File: config.mk
export PLATFORM = sky130hd
export DESIGN_NAME = vred_combine
export DESIGN_NICKNAME = d
export VERILOG_FILES = /design/src/hw/vred_pkg.sv /design/src/hw/vred_combine.sv
export SDC_FILE = /design/constraint.sdc
export NUM_CORES = 2
export LEC_CHECK = 0
export ABC_AREA = 1
export ABC_CLOCK_PERIOD_IN_PS = 51100
export BUFFER_PORTS_ARGS = -buffer_cell sky130_fd_sc_hd__buf_2
export CORE_AREA = 5 5 432 434
export CTS_CLUSTER_DIAMETER = 30
export DETAILED_ROUTE_END_ITERATION = 12
export DIE_AREA = 0 0 437 439
export PLACE_DENSITY_LB_ADDON = 0.05
export SLEW_MARGIN = 20
export SYNTH_ARGS = -nofsm -noshare
export SYNTH_HDL_FRONTEND = slang
export SYNTH_SLANG_ARGS = --single-unit
File: constraint.sdc
create_clock -name clk -period 51.1 [get_ports clk]
set_input_delay 7.665 -clock clk [delete_from_list [all_inputs] [get_ports clk]]
set_output_delay 7.665 -clock clk [all_outputs]
set_load 0.03 [all_outputs]
File: src/hw/vred_pkg.sv
package vred_pkg;

    localparam int VLEN_BITS   = 512;
    localparam int WORD_BITS   = 32;
    localparam int NUM_LANES   = VLEN_BITS / WORD_BITS;
    localparam int LANE_STAGES = 3;

    // most negative value per element, replicated over a word
    localparam logic [WORD_BITS-1:0] MAX_ID_8  = 32'h8080_8080;
    localparam logic [WORD_BITS-1:0] MAX_ID_16 = 32'h8000_8000;
    localparam logic [WORD_BITS-1:0] MAX_ID_32 = 32'h8000_0000;

    typedef enum logic {
        OP_SUM = 1'b0,
        OP_MAX = 1'b1
    } red_op_e;

    typedef enum logic [1:0] {
        SEW_8    = 2'b00,
        SEW_16   = 2'b01,
        SEW_32   = 2'b10,
        SEW_RSVD = 2'b11
    } sew_e;

    typedef enum logic [1:0] {
        LMUL_1    = 2'b00,
        LMUL_2    = 2'b01,
        LMUL_4    = 2'b10,
        LMUL_RSVD = 2'b11
    } lmul_e;

    typedef struct packed {
        red_op_e               op;
        sew_e                  sew;
        lmul_e                 lmul;
        logic [WORD_BITS-1:0]  scalar;
        logic [VLEN_BITS-1:0]  vec;
    } red_req_t;

    typedef struct packed {
        red_op_e               op;
        sew_e                  sew;
        logic [WORD_BITS-1:0]  scalar;
        logic                  squash;
        logic                  valid;
    } red_ctrl_t;

    // keep only the low SEW bits
    function automatic logic [WORD_BITS-1:0] sew_mask(sew_e sew, logic [WORD_BITS-1:0] x);
        case (sew)
            SEW_8:   return {24'b0, x[7:0]};
            SEW_16:  return {16'b0, x[15:0]};
            default: return x;
        endcase
    endfunction

    function automatic logic signed [WORD_BITS-1:0] sew_sext(sew_e sew,
                                                             logic [WORD_BITS-1:0] x);
        case (sew)
            SEW_8:   return {{24{x[7]}}, x[7:0]};
            SEW_16:  return {{16{x[15]}}, x[15:0]};
            default: return x;
        endcase
    endfunction

    // one reduction step on two elements held in the low SEW bits
    function automatic logic [WORD_BITS-1:0] elem_op(red_op_e op, sew_e sew,
                                                     logic [WORD_BITS-1:0] a,
                                                     logic [WORD_BITS-1:0] b);
        logic signed [WORD_BITS-1:0] sa;
        logic signed [WORD_BITS-1:0] sb;
        sa = sew_sext(sew, a);
        sb = sew_sext(sew, b);
        if (op == OP_SUM)
            return sew_mask(sew, a + b);
        return (sa >= sb) ? sew_mask(sew, a) : sew_mask(sew, b);
    endfunction

endpackage

File: src/hw/vred_combine.sv
`timescale 1ns/1ps

module vred_combine (
    input  logic                                                   clk,
    input  logic                                                   nrst,
    input  vred_pkg::red_ctrl_t                                    ctrl_in,
    input  logic [vred_pkg::NUM_LANES*vred_pkg::WORD_BITS-1:0]     lane_elems,
    input  logic                                                   rsp_ready,
    output logic                                                   advance,
    output logic                                                   rsp_valid,
    output logic [vred_pkg::WORD_BITS-1:0]                         rsp_data
);

    localparam int W = vred_pkg::WORD_BITS;

    logic [W-1:0]  lvl1 [8];
    logic [W-1:0]  lvl2 [4];
    logic [W-1:0]  lvl3 [2];
    logic [W-1:0]  tree_res;
    logic [W-1:0]  fold_res;
    logic          rsp_valid_q;
    logic [W-1:0]  rsp_data_q;

    // pipeline moves unless a response is waiting
    assign advance = !rsp_valid_q || rsp_ready;

    // 16 -> 8 -> 4 -> 2 -> 1
    always_comb
    begin
        for (int i = 0; i < 8; i++)
        begin
            lvl1[i] = vred_pkg::elem_op(ctrl_in.op, ctrl_in.sew,
                                        lane_elems[(2*i)*W +: W],
                                        lane_elems[(2*i+1)*W +: W]);
        end
        for (int i = 0; i < 4; i++)
        begin
            lvl2[i] = vred_pkg::elem_op(ctrl_in.op, ctrl_in.sew, lvl1[2*i], lvl1[2*i+1]);
        end
        for (int i = 0; i < 2; i++)
        begin
            lvl3[i] = vred_pkg::elem_op(ctrl_in.op, ctrl_in.sew, lvl2[2*i], lvl2[2*i+1]);
        end
        tree_res = vred_pkg::elem_op(ctrl_in.op, ctrl_in.sew, lvl3[0], lvl3[1]);
    end

    // scalar joins last
    always_comb
    begin
        fold_res = vred_pkg::elem_op(ctrl_in.op, ctrl_in.sew, tree_res,
                                     vred_pkg::sew_mask(ctrl_in.sew, ctrl_in.scalar));
    end

    always_ff @(posedge clk)
    begin
        if (!nrst)
            rsp_valid_q <= 1'b0;
        else if (advance)
            rsp_valid_q <= ctrl_in.valid;
    end

    always_ff @(posedge clk)
    begin
        if (advance)
            rsp_data_q <= ctrl_in.squash ? '0 : fold_res;
    end

    assign rsp_valid = rsp_valid_q;
    assign rsp_data  = rsp_data_q;

endmodule

# Word level (Yosys, flattened, before mapping)
# Index checks and enable logic that the tools add are counted.
[totals] register_bits=33 inputBits=552 out_inout_bits=34 elab_cells=151
[op_classes] add_sub_neg=16 order_cmp=16 eq_ne=1 n_mux=113 reduce_logical=3
[op_table] op="$pmux W32 S2" count=81
[op_table] op="$mux W32" count=32
[op_table] op="$add A32 B32 Y32" count=16
[op_table] op="$ge A32 B32 Y1" count=16
[op_table] op="$eq A2 B1 Y1 const B" count=1
[op_table] op="$logic_not A2 Y1" count=1
[op_table] op="$logic_not A1 Y1" count=1
[op_table] op="$logic_or A1 B1 Y1" count=1

# Depth between registers and ports, before layout
[depth] word_depth=21 depth_mapped=116 depth_no_buf=105

# Worst setup path before layout
# No wires, ideal clock.
[synth_path] kind="input to register" from="input ctrl_in[35] (netlist bit)" to="register rsp_data_q[27] (netlist: rsp_data[27]), data pin" setup_time_ps=259 t_arrival_ps=21692 required_ps=50841 slack_ps=29150 stages=105 path_buffers=14 cell_sequence="clkbuf_1 inv_1 clkbuf_1 clkbuf_1 clkbuf_1 clkbuf_1 buf_2 o211ai_1 inv_1 clkbuf_1 nor2_1 ha_1 nand2_1 nor2_2 nand4_1 nor3b_2 nand2_1 nand3_2 (+69 left out) a21boi_1 inv_1 nand2_1 nand2_1 a21oi_1 o21bai_1 inv_1 o21a_1 o21ai_1 inv_1 o21ai_0 nand2_1 nand2_1 nand2_1 nand2_1 a21oi_1 o21ai_0 a21oi_1"
[synth_between] elab_chain_cells=21 elab_cells_between_ends=139 cone_classes="add/sub (8); order compare (16); eq/ne (1); mux (113); reduce/logical (1)"
[synth_lines] element="from (decl)" line_no="vred_combine.sv:6" rtl="input vred_pkg::red_ctrl_t ctrl_in,"
[synth_lines] element="$eq A2 B1 Y1 / $logic_not A2 Y1 (equally long branches)" line_no="vred_pkg.sv:50, vred_pkg.sv:59"
[synth_lines] element="$pmux W32 S2" line_no="vred_pkg.sv:59" rtl="case (sew)"
[synth_lines] element="$ge A32 B32 Y1" line_no="vred_pkg.sv:76" rtl="return (sa >= sb) ? sew_mask(sew, a) : sew_mask(sew, b);"
[synth_lines] element="$mux W32 (2 in series)" line_no="vred_pkg.sv:76"
[synth_lines] element="$pmux W32 S2" line_no="vred_pkg.sv:59"
[synth_lines] element="$ge A32 B32 Y1" line_no="vred_pkg.sv:76"
[synth_lines] element="$mux W32 (2 in series)" line_no="vred_pkg.sv:76"
[synth_lines] element="$pmux W32 S2" line_no="vred_pkg.sv:59"
[synth_lines] element="$ge A32 B32 Y1" line_no="vred_pkg.sv:76"
[synth_lines] element="$mux W32 (2 in series)" line_no="vred_pkg.sv:76"
[synth_lines] element="$pmux W32 S2" line_no="vred_pkg.sv:59"
[synth_lines] element="$ge A32 B32 Y1" line_no="vred_pkg.sv:76"
[synth_lines] element="$mux W32 (2 in series)" line_no="vred_pkg.sv:76"
[synth_lines] element="$pmux W32 S2" line_no="vred_pkg.sv:59"
[synth_lines] element="$ge A32 B32 Y1" line_no="vred_pkg.sv:76"
[synth_lines] element="$mux W32" line_no="vred_pkg.sv:76"
[synth_lines] element="$mux W32 *" line_no="vred_pkg.sv:76"
[synth_lines] element="to (signal assigned)" line_no="vred_combine.sv:65" rtl="rsp_data_q <= ctrl_in.squash ? '0 : fold_res;"
[synth_lines] element="to (decl)" line_no="vred_combine.sv:22" rtl="logic [W-1:0] rsp_data_q;"
# Every way passes the cells marked *; elsewhere a longest branch is shown, timed or not.
# A chain may end at the register's enable or synchronous reset.

# Worst setup path after layout
[layout_path] from="input ctrl_in[35] (netlist bit)" to="register rsp_data_q[29] (netlist: rsp_data[29]), data pin"
# The elaborated chain is that of the path after synthesis.

==> implementation parameters <==
Parameter                              Value

Critical path
  Stages on the worst setup path    94
  Most common cell type on the critical path    sky130_fd_sc_hd__nand2_1
  CP max stage cell    sky130_fd_sc_hd__a21oi_1
  Type of element capturing the critical path    flip-flop
  Required time reported for the critical path endpoint    51.12 ns
  Largest stage delay on the critical path    0.82 ns
  Number of cells on the worst reg-to-reg path    2
  Type of the worst setup path    input pin to flip-flop
  Gate family responsible for the most delay along the worst path    compound AO/OA/AOI/OAI gates
  Kind of launch point of the worst setup path    input pin
  CP max FO    62
  Arrival time of data at the critical path endpoint    28.37 ns
  Sum of buffers and inverters on the critical path    17

Floorplan
  Area of the core    0.182 sq mm
  Effective utilization at floorplan    30.8%
  Cell Rows    157
  Die extent in y    439 microns
  Die ar.    0.192 sq mm
  I/O pin count    586
  Die Span X    437 microns

Synthesis
  Post-synth cell types    94
  Number of enable-type register cells in the synthesized netlist    32
  Net count after synthesis    11400
  Total of warnings raised by yosys    0
  Adder and majority cell fraction of the synthesized area    23.1%
  Xor/xnor cell area share of the yosys netlist    2.64%
  Main combinational cell family by area after synthesis    compound AO/OA/AOI/OAI gates
  Post-synthesis cell count    9794
  Post-Synth Simple-Gate Area    27.8%
  Post-synthesis area per instance    5.73 sq um
  Async SR Flop Fraction    0%
  Mux contribution to synthesized area    0.0178%
  Post-Syn Area    0.0561 sq mm
  Part of the Yosys area used for sequential elements    1.75%
  Top flip-flop cell by instance count after synthesis    sky130_fd_sc_hd__edfxtp_1
  Number of synthesized register bits    33
  Compound-cell area share of the yosys netlist    32.0%

Placed design
  Number of port buffers    585
  HPWL after detailed placement    233 mm
  Routability cong.    0.938

Global route
  Via count of the first global-routing pass    64000
  Largest net degree at the start of global routing    131
  Number of antenna violations at the first check in global routing    12
  Wire length of the first global-routing pass    408 mm
  GR Util All Layers    27.2%
  Total overflow reported by the global router    0

STA
  Transition time at the pin with the least slew margin    1.23 ns
  Final Hold Violating Endpoints    0
  Final Slew Violations    0
  RSZ-0062 raised after global routing    no
  Final period utilization    55.5%
  Final Setup Violations    0
  Total negative slack for setup checks    0 ns
  Largest clock skew in the final design    0.0141 ns
  Maximum clock frequency    0.0353 GHz
  Post-route minimum period    28.35 ns
  Worst max-slew margin expressed relative to the limit    17.7%

CTS
  Total of cells resized after clock tree synthesis    0
  Number of buffers inserted during clock tree synthesis    5
  Setup fix buffers added after clock tree synthesis    0
  Clock slew at the register clock pins of the worst setup and hold paths    0.07 ns
  Root buffer cell    sky130_fd_sc_hd__clkbuf_16
  Num Clock Sinks    33
  Buffer levels on the longest clock path    2
  Clk Latency, worst-skew pair    0.30 ns
  CTS Hold Buffers Added    0
  TritonCTS clock tree    done
  H-tree level count    2

Drt
  Via density per instance    5.44
  Routed wire per std cell    22.2 microns
  Pre-Repair DR Iteration Count    6
  DRT iter0 DRCs    5697
  Antenna viol nets, final    0
  Drt drc    0
  Total via count after detailed routing    68000
  Routed WL    277 mm

Hold path
  Hold/Removal Path Class    flip-flop to flip-flop
  Worst hold path depth    2

Final layout
  Count of nets after finishing    11700
  Most frequent cells in the layout    2071 x sky130_fd_sc_hd__nand2_1, 1324 x sky130_fd_sc_hd__inv_1, 1299 x sky130_fd_sc_hd__a21oi_1
  Sequential cell area in the final layout    981 sq um
  Area occupied by multi-input gates    0.0480 sq mm
  Number of fill cells in the layout    20900
  Area growth, synth to finish    8.95%
  Most common cell after layout, fill and taps aside    sky130_fd_sc_hd__nand2_1
  Layout cells sized above 1    10.7%

Pwr
  Clock power frac    1.4%
  Max rail drop VDD    0.0330 mV
  Sequential power share    1.8%
  Total power after layout    2630 uW
  Power Density    43.0 mW/mm^2
  Net switching power figure    1740 uW
  Share of power burned in combinational logic    96.8%
  Switching power share of the total    66.3%
  Internal portion of total power    886 uW
  Leakage power figure    0.0330 uW

Run status
  Status    completed

Job
  Total of max-cap violations    0
[cell families after synthesis]
logic type               after synthesis
AO/OA/AOI/OAI                       3148
XOR/XNOR                             169
adder cells (fa/ha/maj)             1024
buffers and inverters               1761
flip-flops                            33
multiplexers                           1
AND/OR/NAND/NOR                     3658
[power groups by stage]
stage	Combinational, uW	Sequential [uW]	Clock [uW]
CTS	2520	48.4	37.8
global placement	2510	49.1	0
finish	2540	48.2	36.2
global route	2840	49.5	38.0
detailed placement	2510	49.0	0
floorplan	1770	71.6	0
[worst reg2reg max path: cells and delay by family (launching register included)]
family	cells	cell delay, ns
simple gates	1	0.06
flops	1	0.31
buf+inv	1	0.39
[final cells by class]
type | count | area share (%)
inverter | 1417 | 8.77
antenna | 5 | 0.0205
timing repair buffer | 664 | 5.86
clock buffer | 5 | 0.205
multi-input combinational | 8000 | 78.6
tap | 2385 | 4.88
clock inverter | 3 | 0.0758
sequential | 33 | 1.61
[synth_stat cells (all sizes together) (16+ instances only)]
cell type,instances,share of area (%)
nor4,33,0.43
buf,187,1.9
a21boi,44,0.65
a21o,48,0.64
xnor2,48,0.75
a32oi,21,0.33
a211oi,17,0.25
clkbuf,157,1.3
o31ai,23,0.33
nand3b,20,0.27
nor3,86,0.85
ha,1008,22
o211ai,139,1.9
a21oi,1339,12
o21ai,1163,11
o21bai,56,0.76
o22ai,22,0.28
inv,1412,9.5
a22oi,16,0.24
nor2,769,5.3
o221ai,27,0.43
or2,93,1.0
fa,16,0.57
nand4,93,1.0
edfxtp,32,1.7
a31oi,68,0.77
nand3,427,4.2
xor2,121,1.9
o21a,105,1.4
nand2,2107,14
[per-stage QoR]
stage,cells,hold WS [ns],util [%],worst slack (ns),instance area (sq um)
after detailed placement,12500,0.867,33.4,22.85,60900
after floorplan,9794,1.57,-,29.15,56100
after CTS,12500,0.883,33.5,23.14,61100
final,12500,0.861,33.5,22.75,61100
after global placement,12500,0.859,33.4,22.01,60800
after global routing,12500,0.911,33.5,21.25,61100
[registers in the layout (all words and copies together) (netlist names)]
signal / cells
rsp_data: 32
rsp_valid: 1
[worst paths after layout]
kind	from	to	slack, ns
hold / removal	rsp_valid$_SDFFE_PN0P_	rsp_data[29]$_SDFFCE_PP0P_	0.86
setup reg to reg	rsp_valid$_SDFFE_PN0P_	rsp_data[1]$_SDFFCE_PP0P_	49.95
setup / recovery	ctrl_in[35]	rsp_data[29]$_SDFFCE_PP0P_	22.75
hold reg to reg	rsp_valid$_SDFFE_PN0P_	rsp_data[29]$_SDFFCE_PP0P_	0.86
[layer usage]
| metal | up-vias | global-route usage [%] | part of all wire, % |
|---|---|---|---|
| li1 | 33900 | - | - |
| met1 | 31900 | 39.3 | 48 |
| met2 | 1978 | 44.9 | 45 |
| met3 | 215 | 1.27 | 4.6 |
| met4 | 0 | 5.20 | 2.1 |
| met5 | - | 0 | 0 |
(Power assumes the default switching activity.)
