### src/hw/vred_pkg.sv
package vred_pkg;

    localparam int VLEN_BITS   = 512;
    localparam int WORD_BITS   = 32;
    localparam int NUM_LANES   = VLEN_BITS / WORD_BITS;
    localparam int LANE_STAGES = 3;

    // most negative value per element, replicated over a word
    localparam logic [WORD_BITS-1:0] MAX_ID_8  = 32'h8080_8080;
    localparam logic [WORD_BITS-1:0] MAX_ID_16 = 32'h8000_8000;
    localparam logic [WORD_BITS-1:0] MAX_ID_32 = 32'h8000_0000;

    typedef enum logic {
        OP_SUM = 1'b0,
        OP_MAX = 1'b1
    } red_op_e;

    typedef enum logic [1:0] {
        SEW_8    = 2'b00,
        SEW_16   = 2'b01,
        SEW_32   = 2'b10,
        SEW_RSVD = 2'b11
    } sew_e;

    typedef enum logic [1:0] {
        LMUL_1    = 2'b00,
        LMUL_2    = 2'b01,
        LMUL_4    = 2'b10,
        LMUL_RSVD = 2'b11
    } lmul_e;

    typedef struct packed {
        red_op_e               op;
        sew_e                  sew;
        lmul_e                 lmul;
        logic [WORD_BITS-1:0]  scalar;
        logic [VLEN_BITS-1:0]  vec;
    } red_req_t;

    typedef struct packed {
        red_op_e               op;
        sew_e                  sew;
        logic [WORD_BITS-1:0]  scalar;
        logic                  squash;
        logic                  valid;
    } red_ctrl_t;

    // keep only the low SEW bits
    function automatic logic [WORD_BITS-1:0] sew_mask(sew_e sew, logic [WORD_BITS-1:0] x);
        case (sew)
            SEW_8:   return {24'b0, x[7:0]};
            SEW_16:  return {16'b0, x[15:0]};
            default: return x;
        endcase
    endfunction

    function automatic logic signed [WORD_BITS-1:0] sew_sext(sew_e sew,
                                                             logic [WORD_BITS-1:0] x);
        case (sew)
            SEW_8:   return {{24{x[7]}}, x[7:0]};
            SEW_16:  return {{16{x[15]}}, x[15:0]};
            default: return x;
        endcase
    endfunction

    // one reduction step on two elements held in the low SEW bits
    function automatic logic [WORD_BITS-1:0] elem_op(red_op_e op, sew_e sew,
                                                     logic [WORD_BITS-1:0] a,
                                                     logic [WORD_BITS-1:0] b);
        logic signed [WORD_BITS-1:0] sa;
        logic signed [WORD_BITS-1:0] sb;
        sa = sew_sext(sew, a);
        sb = sew_sext(sew, b);
        if (op == OP_SUM)
            return sew_mask(sew, a + b);
        return (sa >= sb) ? sew_mask(sew, a) : sew_mask(sew, b);
    endfunction

endpackage

### src/hw/vred_lane.sv
`timescale 1ns/1ps

module vred_lane (
    input  logic                              clk,
    input  logic                              nrst,
    input  logic                              advance,
    input  vred_pkg::red_ctrl_t               ctrl_in,
    input  logic [vred_pkg::WORD_BITS-1:0]    word_in,
    output vred_pkg::red_ctrl_t               ctrl_out,
    output logic [vred_pkg::WORD_BITS-1:0]    lane_elem
);

    logic [vred_pkg::WORD_BITS-1:0]  byte_lo;
    logic [vred_pkg::WORD_BITS-1:0]  byte_hi;
    logic [vred_pkg::WORD_BITS-1:0]  elem_d;
    logic [vred_pkg::WORD_BITS-1:0]  elem_q;
    vred_pkg::red_ctrl_t             ctrl_q;

    // first level for 8-bit elements
    always_comb
    begin
        byte_lo = vred_pkg::elem_op(ctrl_in.op, vred_pkg::SEW_8,
                                    {24'b0, word_in[7:0]}, {24'b0, word_in[15:8]});
        byte_hi = vred_pkg::elem_op(ctrl_in.op, vred_pkg::SEW_8,
                                    {24'b0, word_in[23:16]}, {24'b0, word_in[31:24]});
    end

    always_comb
    begin
        case (ctrl_in.sew)
            vred_pkg::SEW_8:
            begin
                elem_d = vred_pkg::elem_op(ctrl_in.op, vred_pkg::SEW_8, byte_lo, byte_hi);
            end
            vred_pkg::SEW_16:
            begin
                elem_d = vred_pkg::elem_op(ctrl_in.op, vred_pkg::SEW_16,
                                           {16'b0, word_in[15:0]}, {16'b0, word_in[31:16]});
            end
            // a 32-bit word is already one element
            default:
            begin
                elem_d = word_in;
            end
        endcase
    end

    always_ff @(posedge clk)
    begin
        if (!nrst)
            ctrl_q.valid <= 1'b0;
        else if (advance)
            ctrl_q <= ctrl_in;
    end

    always_ff @(posedge clk)
    begin
        if (advance)
            elem_q <= elem_d;
    end

    assign ctrl_out  = ctrl_q;
    assign lane_elem = elem_q;

endmodule

### config.mk
export PLATFORM = sky130hd
export DESIGN_NAME = vred_lane
export DESIGN_NICKNAME = d
export VERILOG_FILES = /design/src/hw/vred_pkg.sv /design/src/hw/vred_lane.sv
export SDC_FILE = /design/constraint.sdc
export NUM_CORES = 1
export LEC_CHECK = 0
export BUFFER_PORTS_ARGS = -buffer_cell sky130_fd_sc_hd__buf_2
export CELL_PAD_IN_SITES_DETAIL_PLACEMENT = 0
export CELL_PAD_IN_SITES_GLOBAL_PLACEMENT = 1
export CORE_MARGIN = 2
export CORE_UTILIZATION = 42
export DETAILED_ROUTE_END_ITERATION = 16
export PLACE_DENSITY = 0.84
export SETUP_SLACK_MARGIN = 0.05
export SYNTH_ARGS = -nofsm -noshare
export SYNTH_HDL_FRONTEND = slang
export SYNTH_SLANG_ARGS = --single-unit
### constraint.sdc
create_clock -name clk -period 5.2 [get_ports clk]
set_input_delay 0.26 -clock clk [delete_from_list [all_inputs] [get_ports clk]]
set_output_delay 0.26 -clock clk [all_outputs]
set_load 0.05 [all_outputs]
After elaboration in Yosys (flattened, before gate mapping):

Cells that the tools add are included.

* bits in registers: 69
* latch bits: 0
* bits in writable memories: 0
* bits in read-only memories: 0
* bits of input ports: 72
* output and inout bits: 69
* memories kept: 0

* add/sub/neg operators: 4
* multiply operators: 0
* div/mod/pow operators: 0
* order comparisons: 4
* eq/ne operators: 1
* shift operators: 0
* muxes and demuxes: 18
* bitwise gates (word level): 0
* reduce and logical (&&, ||, !) cells: 2

Operators with widths (number)
* 2-to-1 mux 32 bit: 8
* >= comparator 32 bit: 2
* case mux 32 bit (2 select lines): 1
* 2-to-1 mux 8 bit: 5
* adder 8 bit: 3
* adder 16 bit: 1
* >= comparator 8 bit: 2
* 2-to-1 mux 16 bit: 1
* 2-to-1 mux 1 bit: 3
* == test 2 x 1 -> 1 bit (second input constant): 1
* logical NOT 2 bit: 1
* AND reduction 2 bit: 1

Logic depth before layout (Yosys ltp):

Gate-level depths: netlist of run 1.

* depth after elaboration: 8
* depth in mapped cells: 19

Worst setup path before layout of run 1:

No wires, ideal clock.

* path kind: input to register
* start: input word_in[9] (netlist bit)
* end: register elem_q, in the netlist lane_elem[6] (data pin)
* setup time: 0.265 ns
* arrival time: 3.478 ns
* required time: 4.935 ns
* path slack: 1.457 ns
* cell stages on the path: 18
* path buffers: 1
* path through: inv_1 -> ha_1 -> nor2b_1 -> o211ai_1 -> a211oi_1 -> or3_1 -> buf_2 -> mux2i_1 -> mux2i_1 -> ha_1 -> fa_1 -> a21o_1 -> a21oi_1 -> o21ai_0 -> a21oi_1 -> xnor2_1 -> a22o_1 -> or3_1

* word-level cells in the longest chain between the ends: 8
* elaborated cells on any way between the ends: 15
* classes of those cells: add/sub (2); order compare (3); mux (10)

Ends and longest elaborated chain
* start, declared: line vred_lane.sv:8 `input logic [vred_pkg::WORD_BITS-1:0] word_in,`
* >= comparator 8 bit: line vred_pkg.sv:76 `return (sa >= sb) ? sew_mask(sew, a) : sew_mask(sew, b);`
* 2-to-1 mux 8 bit (2 in series): line vred_pkg.sv:76
* 2-to-1 mux 32 bit: line vred_lane.sv:30 `case (ctrl_in.sew)`
* >= comparator 32 bit: line vred_pkg.sv:76
* 2-to-1 mux 8 bit: line vred_pkg.sv:76
* 2-to-1 mux 32 bit: line vred_pkg.sv:76
* case mux 32 bit (2 select lines) (*): line vred_lane.sv:30
* net elem_d (one bit): line vred_lane.sv:15 `logic [vred_pkg::WORD_BITS-1:0] elem_d;`
* end signal, assigned: line vred_lane.sv:59 `elem_q <= elem_d;`
* end, declared: line vred_lane.sv:16 `logic [vred_pkg::WORD_BITS-1:0] elem_q;`

The timed path passes the listed nets; every way through them passes the cells marked *. The select of a mux whose other input is x is not followed.
A chain may end at the register's enable or synchronous reset.

Worst setup path in the final report of run 1:

Same ends and word-level chain as after synthesis.

==> metrics.txt, run 1 <==
Commonest cells post-synth=ha_1, edfxtp_1, inv_1, nor2_1, a21oi_1; Placed Cells=890; commonest register cell after synthesis=edfxtp_1; non-filler cells, final=906; Initial Util=0.430; # clock sinks=69; CP Max Fanout=12; Worst Clk Skew=0 ps; Max-Cap Viols=0; Clock power frac=0.307; Yosys top cell by area=edfxtp_1; final worst setup slack=711 ps; Crit Path Category=input port to flop; CTS Hold Bufs=0; Worst Max-Slew Pin Slew=1030 ps; total CTS buffers=9; sequential share of power=0.318; cell repeated most along the worst path=a211oi_1; fmax=0.223 GHz; Max VDD drop=179 µV; Pint=1360 µW; Async SR Flop Fraction=0; RSZ-0062 raised after global routing=no; final-report hold violation count=0; LEAKAGE=0.00317 µW; DRT Wirelength=16200 µm; Worst-Skew Late Latency=330 ps; reg2reg end=ctrl_out[0]$_SDFFE_PN0P_; Final Cycle Share=0.863; die width=121 µm; Worst R2R Path Depth=2; Slew headroom=0.306; Comb pwr share=0.375; Pre-antenna DRT Iters=8; synth warn=0; CP max stage delay=570 ps; global-route wire length before repair=24800 µm; clk slew on worst S/H paths=60 ps; hpwl dp=12900 µm; top cell type's share of synthesized area=0.357; Fillers=1236; r2r startpoint=ctrl_out[0]$_SDFFE_PN0P_; GR Overflow Total=0; Total GRT Usage=0.220; R2R setup slack=4610 ps; cts repair resizes=0; switch share=0.363; Cells after Synth=586; clk root buf=clkbuf_16; Die ar.=14600 µm²; multi-input logic area=3370 µm²; Seq cells post-synth=69; crit path cell chain=buf_2, inv_1, ha_1, nor2b_1, o211ai_1, a211oi_1, or3_1, mux2i_1, a21oi_1, ha_1, a211oi_1, nor3_1, o41ai_1, o221ai_1, inv_1, a211oi_1, or3_1; Final min period=4490 ps; power per cell area=308 nW/µm²; sequential element share of the synthesized area=0.360; Via density=5.49; gpl congestion=0.935; most frequent cell after synthesis=ha_1; Critical Path RT=5290 ps; ant diodes=0; setup violators final=0; initial antenna violation count=0; endpoint arrival time on the critical path=4580 ps; Sequential Area=2060 µm²; Row Count=42; ratio of cells with drive above 1 in the final layout=0.230; Iter 0 DRT Violations=331; Nets=877; Post-Syn Area per Cell=9.77 µm²; max-slew violations=0; Worst Hold Path EP=ctrl_out[13]$_DFFE_PP_; CTS tree=built; IO Pins=141; Std-Cell Core Area=13300 µm²; crit end category=flop; Switch Pwr=774 µW; port bufs=140; worst slack at placement=451 ps; Layout area overhead=20.9%; Post-Syn Area=5720 µm²; H-tree levels=3; Area contributors post-synth=edfxtp_1, ha_1, mux2i_1, a21oi_1, inv_1; highest-delay cell along the critical path=or3_1; vias in the first global route=4903; Hold Path Stages=1; EDFF count, synth=68; Worst Hold Class=input port to flop; syn_nets=738; postcts setup bufs=0; largest net degree at the start of global routing=40; Hold Startpoint=ctrl_in[13]; DRC viols=0; outcome=finished clean; Post-DRT Antenna Nets=0; count of cell types in the netlist=57; Post-Route Setup TNS=0 ps; Wirelength per Cell=17.9 µm; CP startpoint kind=input port; CTS Buffer Depth=2; Vias=4970; Vert. Die Dim=121 µm
## flip-flops by register name, indices dropped and copies added, names as in the netlist
signal and count:
ctrl_out 37, lane_elem 32
## layout by cell type, fill, tap and decap left out, drive strengths merged, types with 6 or more instances in the layout
cell type and instances:
nor3 13, clkbuf 10, a21oi 41, ha 76, and2 22, nor2b 10
o21ai 27, o211ai 7, o21bai 6, xor2 6, nand4 9, nand2b 14
xnor2 18, nand3 6, edfxtp 68, buf 146, mux2i 32, nand2 34
a211oi 7, nor2 43, inv 53, a21o 7
## critical path: cells and delay by family
family / cells / cell delay [ps]
fa+ha+maj: 2 / 610
mux: 1 / 210
buf+inv: 3 / 570
compound gates: 7 / 1740
simple gates: 4 / 1170
## routing by layer
metal / track usage / wire [µm] / up-vias
li1: - / - / 2398
met1: 0.263 / 6610 / 2330
met2: 0.399 / 8060 / 215
met3: 0.0354 / 1240 / 27
met4: 0.0741 / 339 / 0
met5: 0 / 0 / -
## cell type report
| type | instances | area share |
|---|---|---|
| clock inverter | 6 | 0.0127 |
| sequential | 69 | 0.298 |
| clock buffer | 10 | 0.0331 |
| multi-input combinational | 445 | 0.487 |
| inverter | 54 | 0.0293 |
| timing repair buffer | 146 | 0.108 |
| tap | 176 | 0.0318 |
## how the worst max path moves through the flow
| stage | start | slack (ps) | cells past startpoint | endpoint |
|---|---|---|---|---|
| floorplan | word_in[9] | 1460 | 18 | lane_elem[6]$_DFFE_PP_ |
| global placement | word_in[9] | 610 | 17 | lane_elem[6]$_DFFE_PP_ |
| detailed placement | word_in[9] | 450 | 17 | lane_elem[6]$_DFFE_PP_ |
| CTS | word_in[9] | 790 | 17 | lane_elem[6]$_DFFE_PP_ |
| global route | word_in[9] | 420 | 17 | lane_elem[6]$_DFFE_PP_ |
| finish | word_in[9] | 710 | 17 | lane_elem[6]$_DFFE_PP_ |
## power by group through the flow
stage               clock [µW]  sequential [µW]  combinational (µW)
floorplan                    0              853                 421
global placement             0              689                 778
detailed placement           0              690                 794
CTS                        668              678                 797
global route               686              681                 864
finish                     655              678                 800
## kinds of logic (layout without fill, tap and decap cells)
group / after synthesis / count (layout) / share of synthesized area
AND/OR/NAND/NOR: 164 / 164 / 0.143
buffers and inverters: 72 / 216 / 0.0507
multiplexers: 37 / 37 / 0.0658
XOR/XNOR: 24 / 24 / 0.0367
flip-flops: 69 / 69 / 0.360
AO/OA/AOI/OAI: 140 / 140 / 0.163
adder cells (fa/ha/maj): 80 / 80 / 0.180
## metrics by stage
stage          utilization  cell area, µm²  power (µW)  hold slack [ps]
2_1_floorplan            -            5720        1270              359
3_3_place_gp         0.497            6600        1470              438
3_5_place_dp         0.497            6600        1480              438
4_1_cts              0.520            6920        2140             91.5
5_1_grt              0.520            6920        2230             90.9
6_report             0.520            6920        2130              102
(Power assumes the default switching activity.)
==> run 2: changes to the inputs <==
--- a/config.mk
+++ b/config.mk
@@ -9,9 +9,9 @@
 export CELL_PAD_IN_SITES_DETAIL_PLACEMENT = 0
 export CELL_PAD_IN_SITES_GLOBAL_PLACEMENT = 1
 export CORE_MARGIN = 2
-export CORE_UTILIZATION = 42
+export CORE_UTILIZATION = 23
 export DETAILED_ROUTE_END_ITERATION = 16
-export PLACE_DENSITY = 0.84
+export PLACE_DENSITY = 0.52
 export SETUP_SLACK_MARGIN = 0.05
 export SYNTH_ARGS = -nofsm -noshare
 export SYNTH_HDL_FRONTEND = slang
==> run 2 against run 1 <==
  * Maximum frequency rose by 0.70%
  * Largest power group unchanged
  * Flip-flop and latch count did not move
  * Clock-buffer cell count rose by 2
  * Power fell by 3.3%
  * Register-to-register slack barely moved
  * Wire length rose by 16%
  * Sequential share of layout area fell by 0.59 points
==> metrics.txt, run 2 (synthesized netlist as in run 1, its figures left out) <==
outcome=finished clean; clk slew on worst S/H paths=70 ps (about the same); Slew headroom=0.306 (about the same); highest-delay cell along the critical path=a22oi_1; CTS Buffer Depth=2 (unchanged); Iter 0 DRT Violations=258 (-22%); endpoint arrival time on the critical path=4560 ps (-20 ps); Post-DRT Antenna Nets=0 (unchanged); hpwl dp=14800 µm (+15%); CTS tree=built; Largest delay share family, worst path=compound AO/OA/AOI/OAI gates; non-filler cells, final=1054 (+16%); DRT Wirelength=18800 µm (+16%); crit end category=flop; fmax=0.224 GHz (+0.70%); Post-Route Setup TNS=0 ps (unchanged); initial antenna violation count=0 (unchanged); Vias=4845 (-2.5%); GR Overflow Total=0 (unchanged); vias in the first global route=4868 (-0.71%); Worst Hold Path EP=ctrl_out[8]$_DFFE_PP_; r2r startpoint=ctrl_out[0]$_SDFFE_PN0P_; Worst-Skew Late Latency=330 ps (about the same); crit path cell chain=buf_2, inv_1, ha_1, nor3b_1, o21ai_0, a22oi_1, buf_4, mux2i_1, nand2_1, and2_1, ha_1, o41ai_1, o221ai_1, buf_4, mux2i_1, a221o_1; Vert. Die Dim=162 µm (+34%); CP max stage delay=540 ps (-30 ps); Worst Hold Class=input port to flop; RSZ-0062 raised after global routing=no; total CTS buffers=9 (unchanged); Layout area overhead=23.3%; ant diodes=0 (unchanged); Die ar.=26200 µm² (+79%); largest net degree at the start of global routing=51 (+28%); Fillers=2664 (+120%); ratio of cells with drive above 1 in the final layout=0.229 (-0.00137); Worst R2R Path Depth=2 (unchanged); H-tree levels=3 (unchanged); Nets=877 (unchanged); Hold Startpoint=ctrl_in[8]; Via density=4.60 (-16%); die width=162 µm (+34%); commonest non-fill, non-tap cells in the layout=buf_2, ha_1, edfxtp_1; max reg flops=37 (unchanged); Row Count=57 (+36%); Max VDD drop=150 µV (-16%); Final Cycle Share=0.857 (-0.00599); CTS Hold Bufs=0 (unchanged); Worst Clk Skew=0 ps (unchanged); Std-Cell Core Area=24400 µm² (+83%); IO Pins=141 (unchanged); cts repair resizes=0 (unchanged); buffers and inverters on the worst path=4 (+1); Worst Max-Slew Pin Slew=1030 ps (+0.265 ps); postcts setup bufs=0 (unchanged); Total GRT Usage=0.143 (-0.0768); port bufs=140 (unchanged); CP startpoint kind=input port; R2R setup slack=4620 ps (about the same); CP Max Fanout=7 (-5); Initial Util=0.235 (-0.196); Wirelength per Cell=17.8 µm (-0.71%); Pre-antenna DRT Iters=5 (-3); Hold Path Stages=1 (unchanged); max-slew violations=0 (unchanged); LEAKAGE=0.00315 µW (-0.87%); final-report hold violation count=0 (unchanged); Crit Path Category=input port to flop; power per cell area=292 nW/µm² (-5.2%); Placed Cells=1038 (+17%); commonest non-fill, non-tap cell in the layout=buf_2; # clock sinks=69 (unchanged); Max-Cap Viols=0 (unchanged); Final min period=4460 ps (-31.2 ps); clk root buf=clkbuf_16; DRC viols=0 (unchanged); gpl congestion=0.786 (-16%); Critical Path RT=5300 ps (about the same); reg2reg end=ctrl_out[0]$_SDFFE_PN0P_; setup violators final=0 (unchanged); global-route wire length before repair=28300 µm (+14%)
-- run 2: cell types whose count changed in the layout (fill, tap and decap cells not counted) --
cell	change
clkbuf_8	+1
clkinv_4	-2
clkinvlp_4	+2
clkbuf_1	+1
bufinv_16	-2
-- run 2: worst register-to-register path, stage by stage, from the launching register on --
cell and delay [ps]:
dfxtp_1 300, mux2i_1 120, nor2b_1 60
-- run 2: per-layer routing --
metal	track usage	wire length (µm)
met5	0	0
met4	0.0430	255
met3	0.0232	1080
met2	0.248	8830
met1	0.184	8600
-- run 2: power breakdown --
group,leakage [µW],total (µW),internal (µW),switching [µW]
registers,0.000656,679,667,12.8
logic,0.00236,813,276,538
clock network,0.000129,568,334,234
-- run 2: layout make-up --
class / instances / area, µm² / share of cell area
Timing Repair Buffer: 146 / 746 / 0.106
Clock buffer: 12 / 246 / 0.0349
Sequential cell: 69 / 2060 / 0.292
Tap cell: 324 / 405 / 0.0574
Clock inverter: 4 / 25.0 / 0.00355
Multi-Input combinational cell: 445 / 3370 / 0.478
Inverter: 54 / 203 / 0.0287
-- run 2: worst max-delay path by stage --
stage                 from                endpoint  slack (ps)  depth (start not counted)
2_1_floorplan   word_in[9]  lane_elem[6]$_DFFE_PP_        1460                         18
6_report       word_in[16]  lane_elem[3]$_DFFE_PP_         740                         16
4_1_cts        word_in[16]  lane_elem[3]$_DFFE_PP_         720                         16
3_5_place_dp   word_in[16]  lane_elem[3]$_DFFE_PP_         320                         16
3_3_place_gp   word_in[16]  lane_elem[3]$_DFFE_PP_         340                         17
5_1_grt        word_in[16]  lane_elem[2]$_DFFE_PP_         360                         17
-- run 2: metrics by stage --
| stage | power [µW] | hold WS [ps] | util | area, µm² | setup slack (ps) |
|---|---|---|---|---|---|
| floorplan | 1270 | 359 | - | 5720 | 1460 |
| global placement | 1520 | 437 | 0.278 | 6790 | 337 |
| detailed placement | 1510 | 438 | 0.278 | 6790 | 324 |
| CTS | 2100 | 79.3 | 0.289 | 7060 | 716 |
| global route | 2190 | 77.9 | 0.289 | 7060 | 363 |
| finish | 2060 | 95.7 | 0.289 | 7060 | 742 |
==> run 3: changes to the inputs <==
--- a/config.mk
+++ b/config.mk
@@ -8,6 +8,7 @@
 export BUFFER_PORTS_ARGS = -buffer_cell sky130_fd_sc_hd__buf_2
 export CELL_PAD_IN_SITES_DETAIL_PLACEMENT = 0
 export CELL_PAD_IN_SITES_GLOBAL_PLACEMENT = 1
+export CORE_ASPECT_RATIO = 1.25
 export CORE_MARGIN = 2
 export CORE_UTILIZATION = 23
 export DETAILED_ROUTE_END_ITERATION = 16
==> run 3 against run 2 <==
  * Hold slack got worse by 3.7 ps
  * Sequential share of layout area shrank 0.24 points
  * Worst setup slack better by 96 ps
  * Non-clock buffer count up 4
  * Wire length up 2.9%
  * Flip-flop and latch count unchanged
  * Die area barely moved
  * Clock skew did not move
  * Critical path type unchanged
  * Highest routed layer unchanged
==> metrics.txt, run 3 (synthesized netlist as in run 1, its figures left out) <==
outcome=finished clean; Placed Cells=1048 (+0.96%); Critical Path RT=5300 ps (about the same); max-slew violations=0 (unchanged); CTS Hold Bufs=0 (unchanged); H-tree levels=3 (unchanged); max reg flops=37 (unchanged); GR Overflow Total=0 (unchanged); Layout area overhead=24.4%; Final min period=4360 ps (-96.2 ps); Worst-Skew Late Latency=340 ps (about the same); ratio of cells with drive above 1 in the final layout=0.233 (+0.00420); # clock sinks=69 (unchanged); vias in the first global route=4988 (+2.5%); Post-DRT Antenna Nets=0 (unchanged); endpoint arrival time on the critical path=4460 ps (-100 ps); Fillers=2666 (+0.075%); Largest delay share family, worst path=compound AO/OA/AOI/OAI gates; CP startpoint kind=input port; DRT Wirelength=19300 µm (+2.9%); IO Pins=141 (unchanged); Via density=4.56 (-0.80%); initial antenna violation count=0 (unchanged); non-filler cells, final=1064 (+0.95%); postcts setup bufs=0 (unchanged); LEAKAGE=0.00318 µW (+0.99%); Slew headroom=0.239 (-0.0671); Row Count=64 (+12%); buffers and inverters on the worst path=4 (unchanged); Std-Cell Core Area=24500 µm² (+0.46%); CTS Buffer Depth=2 (unchanged); hpwl dp=15300 µm (+3.3%); Worst Max-Slew Pin Slew=1140 ps (+106 ps); ant diodes=0 (unchanged); die width=145 µm (-10%); Final Cycle Share=0.839 (-0.0185); fmax=0.229 GHz (+2.2%); clk root buf=clkbuf_16; global-route wire length before repair=29300 µm (+3.7%); crit path cell chain=buf_2, inv_1, ha_1, o21ai_0, o21ai_0, a22oi_1, buf_4, nor2_1, a21oi_1, a21oi_1, ha_1, a211oi_1, nor3_1, o41ai_1, o221ai_1, buf_4, mux2i_1, a221o_1; highest-delay cell along the critical path=o41ai_1; total CTS buffers=9 (unchanged); clk slew on worst S/H paths=60 ps (about the same); CTS tree=built; Vert. Die Dim=180 µm (+12%); Post-Route Setup TNS=0 ps (unchanged); Iter 0 DRT Violations=267 (+3.5%); Wirelength per Cell=18.2 µm (+2.0%); crit end category=flop; Pre-antenna DRT Iters=4 (-1); port bufs=140 (unchanged); CP max stage delay=450 ps (-90 ps); cts repair resizes=0 (unchanged); setup violators final=0 (unchanged); largest net degree at the start of global routing=40 (-22%); commonest non-fill, non-tap cell in the layout=buf_2; Vias=4852 (+0.14%); DRC viols=0 (unchanged); Die ar.=26200 µm² (about the same); Worst Hold Class=input port to flop; Crit Path Category=input port to flop; Initial Util=0.234 (-0.00108); gpl congestion=0.806 (+2.5%); power per cell area=297 nW/µm² (+1.6%); CP Max Fanout=11 (+4); Worst Clk Skew=0 ps (unchanged); Total GRT Usage=0.147 (+0.00382); Max-Cap Viols=0 (unchanged); commonest non-fill, non-tap cells in the layout=buf_2, ha_1, edfxtp_1; final-report hold violation count=0 (unchanged); RSZ-0062 raised after global routing=no; Max VDD drop=168 µV (+12%); Nets=881 (+0.46%)
run 3: cell type report:
class | count | area, µm² | area share
Multi-Input combinational cell | 445 | 3370 | 0.474
Sequential cell | 69 | 2060 | 0.290
Timing Repair Buffer | 150 | 776 | 0.109
Tap cell | 330 | 413 | 0.0580
Clock buffer | 10 | 229 | 0.0322
Inverter | 54 | 203 | 0.0285
Clock inverter | 6 | 63.8 | 0.00897
run 3: worst register-to-register path, stage by stage, from the launching register on:
cell     delay (ps)
dfxtp_1         310
mux2i_1         110
nor2b_1          60
run 3: report_power, final:
group / switching, µW / leakage [µW] / internal (µW)
Sequential: 11.9 / 0.000656 / 666
Clock: 242 / 0.000140 / 370
Combinational: 542 / 0.00238 / 278
Total: 796 / 0.00318 / 1320
run 3: metrics by stage:
stage                     total power [µW]  hold slack (ps)  instance area (µm²)  worst slack [ps]   util
after floorplan                       1270              359                 5720              1460      -
after global placement                1520              436                 6820               452  0.278
after detailed placement              1520              438                 6820               425  0.278
after CTS                             2150             76.2                 7120               799  0.290
after global routing                  2240             81.6                 7120               416  0.290
final                                 2110             92.1                 7120               838  0.290
run 3: layer usage:
layer | wire [µm] | GRT usage
met2 | 9990 | 0.276
met1 | 8080 | 0.171
met4 | 374 | 0.0471
met3 | 865 | 0.0223
met5 | 0 | 0
run 3: path summary, 6_finish.rpt:
kind,start,to,slack [ps],cells after the start
setup reg to reg,ctrl_out[0]$_SDFFE_PN0P_,ctrl_out[0]$_SDFFE_PN0P_,4620,2
hold reg to reg,ctrl_out[0]$_SDFFE_PN0P_,ctrl_out[0]$_SDFFE_PN0P_,520,2
setup / recovery,word_in[26],lane_elem[3]$_DFFE_PP_,840,18
hold / removal,ctrl_in[17],ctrl_out[17]$_DFFE_PP_,90,1
